**config.mk**
```make
export PLATFORM = sky130hd
export DESIGN_NAME = cache_fsm
export DESIGN_NICKNAME = d
export VERILOG_FILES = /design/src/source/cache_pkg.sv /design/src/source/cache_fsm.sv
export VERILOG_INCLUDE_DIRS = /design/src /design/src/source
export SDC_FILE = /design/constraint.sdc
export NUM_CORES = 1
export LEC_CHECK = 0
export BUFFER_PORTS_ARGS = -buffer_cell sky130_fd_sc_hd__buf_2
export CAP_MARGIN = 20
export CORE_MARGIN = 2
export CORE_UTILIZATION = 48
export CTS_BUF_LIST = sky130_fd_sc_hd__clkbuf_8
export DETAILED_ROUTE_END_ITERATION = 16
export GPL_ROUTABILITY_DRIVEN = 0
export GPL_TIMING_DRIVEN = 0
export PLACE_DENSITY = 0.84
export SYNTH_ARGS = -nofsm -noshare
export SYNTH_HDL_FRONTEND = slang
export SYNTH_SLANG_ARGS = --single-unit
```
**constraint.sdc**
```tcl
create_clock -name clk -period 4 [get_ports clk]
set_clock_uncertainty 0.05 [all_clocks]
set_input_delay 0.2 -clock clk [delete_from_list [all_inputs] [get_ports clk]]
set_output_delay 0.2 -clock clk [all_outputs]
set_load 0.01 [all_outputs]
```
**src/source/cache_defs.svh**
```systemverilog
`ifndef CACHE_DEFS_SVH
`define CACHE_DEFS_SVH

// Data path and address widths
`define CACHE_WORD_W    32
`define CACHE_ADR_W     32

// Geometry
`define CACHE_SETS      128
`define CACHE_INDEX_W   7
`define CACHE_WAYS      4
`define CACHE_WAY_W     2
`define CACHE_WORDS     4
`define CACHE_OFS_W     2
`define CACHE_TAG_W     21
`define CACHE_AGE_MAX   3

// Address split: tag | index | word offset | byte offset
`define CACHE_OFS_LSB   2
`define CACHE_INDEX_LSB 4
`define CACHE_TAG_LSB   11

`endif

```
**src/source/cache_pkg.sv**
```systemverilog
`include "cache_defs.svh"

package cache_pkg;

    typedef logic [`CACHE_ADR_W-1:0]   adr_t;
    typedef logic [`CACHE_WORD_W-1:0]  word_t;
    typedef logic [`CACHE_TAG_W-1:0]   tag_t;
    typedef logic [`CACHE_INDEX_W-1:0] index_t;
    typedef logic [`CACHE_WAY_W-1:0]   way_t;
    typedef logic [`CACHE_OFS_W-1:0]   ofs_t;

    // One way of a tag RAM entry
    typedef struct packed {
        logic valid;
        tag_t tag;
    } tag_entry_t;

    // Saturating age, larger means older
    typedef logic [1:0] age_t;

    typedef enum logic [1:0] {
        LOAD_WORD  = 2'd0,
        LOAD_BYTE  = 2'd1,
        LOAD_UBYTE = 2'd2
    } load_kind_t;

endpackage

```
**src/source/cache_fsm.sv**
```systemverilog
`timescale 1ns/100ps
`include "cache_defs.svh"

module cache_fsm (
    input  logic                  clk,
    input  logic                  rst,
    input  logic                  cpu_req,
    input  cache_pkg::adr_t       cpu_adr,
    input  logic                  cpu_we,
    input  cache_pkg::word_t      cpu_wdata,
    input  logic                  cpu_lb,
    input  logic                  cpu_lbu,
    input  logic                  ready,
    input  logic                  hit,
    output logic                  cpu_ack,
    output logic                  mem_req,
    output cache_pkg::adr_t       mem_adr,
    input  logic                  mem_ack,
    input  cache_pkg::word_t      mem_rdata,
    output cache_pkg::index_t     index,
    output cache_pkg::tag_t       tag,
    output cache_pkg::ofs_t       ofs,
    output logic [1:0]            byte_sel,
    output cache_pkg::load_kind_t kind,
    output logic                  lookup,
    output logic                  update,
    output logic                  data_we,
    output cache_pkg::word_t      wdata
);

    typedef enum logic [2:0] {
        S_IDLE,
        S_LOOKUP,
        S_HIT,
        S_FILL_FIRST,
        S_FILL_REST
    } state_t;

    state_t                state;
    state_t                state_nxt;
    cache_pkg::adr_t       req_adr;
    logic                  req_we;
    cache_pkg::word_t      req_wdata;
    cache_pkg::load_kind_t req_kind;
    cache_pkg::ofs_t       cnt;
    cache_pkg::ofs_t       cnt_inc;
    cache_pkg::ofs_t       req_ofs;
    logic                  send;
    logic                  take;
    logic                  fill_ack;
    logic                  is_last;

    assign take     = (state == S_IDLE) && cpu_req && ready;
    assign fill_ack = ((state == S_FILL_FIRST) || (state == S_FILL_REST)) && mem_ack;
    assign req_ofs  = req_adr[`CACHE_INDEX_LSB-1:`CACHE_OFS_LSB];
    assign cnt_inc  = cnt + 1'b1;
    // Fourth word when the counter is about to wrap to the critical offset
    assign is_last  = (cnt_inc == req_ofs);

    always_comb
    begin
        state_nxt = state;
        case (state)
            S_IDLE:
                if (take)
                    state_nxt = S_LOOKUP;
            S_LOOKUP:
                state_nxt = hit ? S_HIT : S_FILL_FIRST;
            S_HIT:
                state_nxt = S_IDLE;
            S_FILL_FIRST:
                if (mem_ack)
                    state_nxt = S_FILL_REST;
            S_FILL_REST:
                if (mem_ack && is_last)
                    state_nxt = S_IDLE;
            default:
                state_nxt = S_IDLE;
        endcase
    end

    always_ff @(posedge clk)
    begin
        if (rst)
        begin
            state <= S_IDLE;
            cnt   <= '0;
            send  <= 1'b0;
        end
        else
        begin
            state <= state_nxt;
            if (take)
                cnt <= cpu_adr[`CACHE_INDEX_LSB-1:`CACHE_OFS_LSB];
            else if (fill_ack)
                cnt <= cnt_inc;
            // Next word goes out one cycle after each ack
            if (fill_ack && !((state == S_FILL_REST) && is_last))
                send <= 1'b1;
            else if (state == S_FILL_REST)
                send <= 1'b0;
        end
    end

    // Request latch
    always_ff @(posedge clk)
    begin
        if (take)
        begin
            req_adr   <= cpu_adr;
            req_we    <= cpu_we;
            req_wdata <= cpu_wdata;
            if (cpu_lb)
                req_kind <= cache_pkg::LOAD_BYTE;
            else if (cpu_lbu)
                req_kind <= cache_pkg::LOAD_UBYTE;
            else
                req_kind <= cache_pkg::LOAD_WORD;
        end
    end

    // Arrays follow the CPU address while idle
    assign index = (state == S_IDLE) ? cpu_adr[`CACHE_TAG_LSB-1:`CACHE_INDEX_LSB]
                                     : req_adr[`CACHE_TAG_LSB-1:`CACHE_INDEX_LSB];
    assign tag   = (state == S_IDLE) ? cpu_adr[`CACHE_ADR_W-1:`CACHE_TAG_LSB]
                                     : req_adr[`CACHE_ADR_W-1:`CACHE_TAG_LSB];
    assign ofs   = (state == S_IDLE) ? cpu_adr[`CACHE_INDEX_LSB-1:`CACHE_OFS_LSB] : cnt;

    assign byte_sel = req_adr[`CACHE_OFS_LSB-1:0];
    assign kind     = req_kind;
    assign lookup   = take;

    assign cpu_ack = (state == S_HIT) || ((state == S_FILL_FIRST) && mem_ack);
    assign update  = cpu_ack;
    assign data_we = ((state == S_HIT) && req_we) || fill_ack;

    // CPU data replaces the word on a store hit or the critical word of a store miss
    assign wdata = (req_we && ((state == S_HIT) || (state == S_FILL_FIRST))) ? req_wdata
                                                                             : mem_rdata;

    assign mem_req = ((state == S_LOOKUP) && !hit) || ((state == S_FILL_REST) && send);
    assign mem_adr = {req_adr[`CACHE_ADR_W-1:`CACHE_INDEX_LSB], cnt, 2'b00};

endmodule

```
==> flow_summary.json <==
{
  "tightestPinTransition_ns": 0.722,
  "dp_hpwl_um": 6010,
  "timing.critical_path.fanout_max": 36,
  "ys_ff_latch": 73,
  "cts_tree": "done",
  "diodes": 0,
  "cts-root-buf": "clkbuf_8",
  "worstPathRequired_ns": 3.75,
  "finalCritPeriodShare": 0.668,
  "htreeDepth": 3,
  "slew-limit-headroom": 0.518,
  "setup-tns-final_ns": 0,
  "max_stage_delay_ns": 0.62,
  "grt_pass1_vias": 2969,
  "synthArstFlopShare": 0,
  "rsz0062_at_grt": "false",
  "viasPerCell": 4.79,
  "drv_slew": 0,
  "core_area_um2": 6870,
  "die_area_um2": 7840,
  "dpl_cell_area_um2": 4600,
  "p_leak_nw": 2.45,
  "io_pins": 208,
  "routedWlPerCell_um": 16.0,
  "route.detailed.drc": 0,
  "post_cts_resized": 0,
  "status": "completed",
  "cts_buffers": 9,
  "synthFlopType": "edfxtp_1",
  "synth_seq_area_share": 0.622,
  "wl_um": 9580,
  "synth_top_area_share": 0.587,
  "worstSetupPathType": "reg -> out",
  "grt_util_all_layers": 0.239,
  "synth_warnings": 0,
  "area_delta_synth_final_pct": 60.5,
  "placementRows": 30,
  "worstPathCellList": "clkbuf_8 > nor3_4 > nand3_1 > inv_2 > buf_12 > buf_2",
  "dp.cells": 520,
  "nNetsFinal": 604,
  "dr.first_iter.drc_count": 81,
  "first_pass_iters": 4,
  "crit_path_end_kind": "output port",
  "holdCritPathClass": "in -> reg",
  "cp_slowest_cell": "inv_2",
  "hold_viol": 0,
  "critical-path-top-delay-family": "buffers and inverters",
  "antenna_found_initial": 0,
  "power_density_nw_per_um2": 366,
  "postSynthCellCount": 217,
  "maxCapViolations": 0,
  "drtAntennaViolNets": 0,
  "period_minus_slack_ns": 2.67,
  "vias": 2872,
  "grt-ovfl-total": 0,
  "final-setup-viol-count": 0,
  "synth_edf_count": 67,
  "cp.arrival_ns": 2.42,
  "grt_pass1_wl_um": 14000,
  "drive_gt1_frac": 0.629,
  "path_buf_inv": 4,
  "grt_start_max_net_pins": 37,
  "synth_common_cells": "edfxtp_1 (67), mux2_2 (44), buf_4 (36)",
  "fmax_ghz": 0.374,
  "io_buffers": 205,
  "synth_area_leaders": "edfxtp_1 (59%), mux2_2 (14%), buf_4 (7.9%)",
  "die_w_um": 88.5,
  "worstSetupStartpointType": "register",
  "dp_slack_ns": 1.70,
  "setup_slack_ns": 1.33,
  "syn_area_per_cell_um2": 15.8,
  "postLayoutCellArea_um2": 5500,
  "syn_area_um2": 3430,
  "initial_utilization": 0.499,
  "fp.dieH_um": 88.5,
  "synth_cell_types": 35,
  "ir_drop_mv": 0.243,
  "yosysMostFrequentCell": "edfxtp_1",
  "worstSkewPairLatency_ns": 0.33,
  "fin_cells": 600,
  "final_util": 0.801,
  "cts_sinks": 73,
  "synth_top_area_cell": "edfxtp_1",
  "clockBufferDepth": 2,
  "clk_pin_slew_ns": 0.08
}
-- flip-flops by register name, indices dropped and copies added (netlist names) --
signal / count
send: 1
state: 3
req_we: 1
kind: 2
req_adr: 32
req_wdata: 32
cnt: 2
-- worst paths after layout --
kind              start       endpoint  slack [ns]  cells after the start
max            state[1]         lookup        1.33                      6
min          cpu_adr[3]     req_adr[3]        0.03                      1
max reg2reg    state[1]  req_wdata[10]        1.71                      5
min reg2reg    state[2]       state[0]        0.53                      2
-- cell families after synthesis --
logic type,synth area share
muxes,0.206
xor gates and xnor gates,0.00766
AOI/OAI and AO/OA,0.0292
other,0.00109
DFF,0.622
and+or+nand+nor,0.0412
buffers and inverters,0.0927
-- per-layer routing --
layer / wire length, um / share of wire / GRT usage / vias up
li1: - / - / - / 1341
met1: 3460 / 0.36 / 0.255 / 1357
met2: 5270 / 0.55 / 0.446 / 153
met3: 671 / 0.070 / 0.0578 / 21
met4: 182 / 0.019 / 0.105 / 0
met5: 0 / 0 / 0 / -
-- cells in the final DEF, fill, tap and decap left out, drive strengths merged --
| cell | n |
|---|---|
| o21ai | 3 |
| xor2 | 2 |
| edfxtp | 67 |
| clkinvlp | 1 |
| o21ba | 1 |
| a311oi | 1 |
| dlygate4sd3 | 64 |
| inv | 2 |
| xnor2 | 1 |
| nand2 | 2 |
| nor2 | 8 |
| o221a | 1 |
| mux2 | 62 |
| a2111oi | 1 |
| clkbuf | 13 |
| a31oi | 2 |
| nor4 | 1 |
| nor2b | 4 |
| and4b | 1 |
| buf | 246 |
| mux2i | 1 |
| conb | 2 |
| a21oi | 1 |
| nor3 | 2 |
| bufinv | 3 |
| and4bb | 1 |
| nand3 | 1 |
| nand2b | 2 |
| dfxtp | 6 |
| a211oi | 2 |
-- report_power, final --
part	total [mW]	switching, mW	leakage, nW	internal (mW)
logic	0.376	0.166	1.65	0.210
registers	0.897	0.0183	0.672	0.879
clock network	0.741	0.275	0.129	0.466
total	2.01	0.459	2.45	1.56
-- per-stage QoR --
stage,power (mW),hold WS (ns)
global placement,1.22,0.327
CTS,2.02,0.00919
detailed placement,1.23,0.328
global route,2.09,0.0140
floorplan,1.09,0.215
finish,2.01,0.0290
-- repair_timing --
action	CTS	global route
buffers inserted	0	0
hold buffers	64	0
endpoints found under the hold margin	64	0
-- final cells by class --
type                            count  area (um^2)
Buffer                             41          310
Clock buffer                       12          165
Clock inverter                      4         97.6
Fill cell                         405         1370
Inverter                            2         7.51
Multi-Input combinational cell    102          983
Sequential cell                    73         2130
Tap cell                           96          120
Timing Repair Buffer              270         1690
No activity file was read; power rests on OpenSTA's default activity.
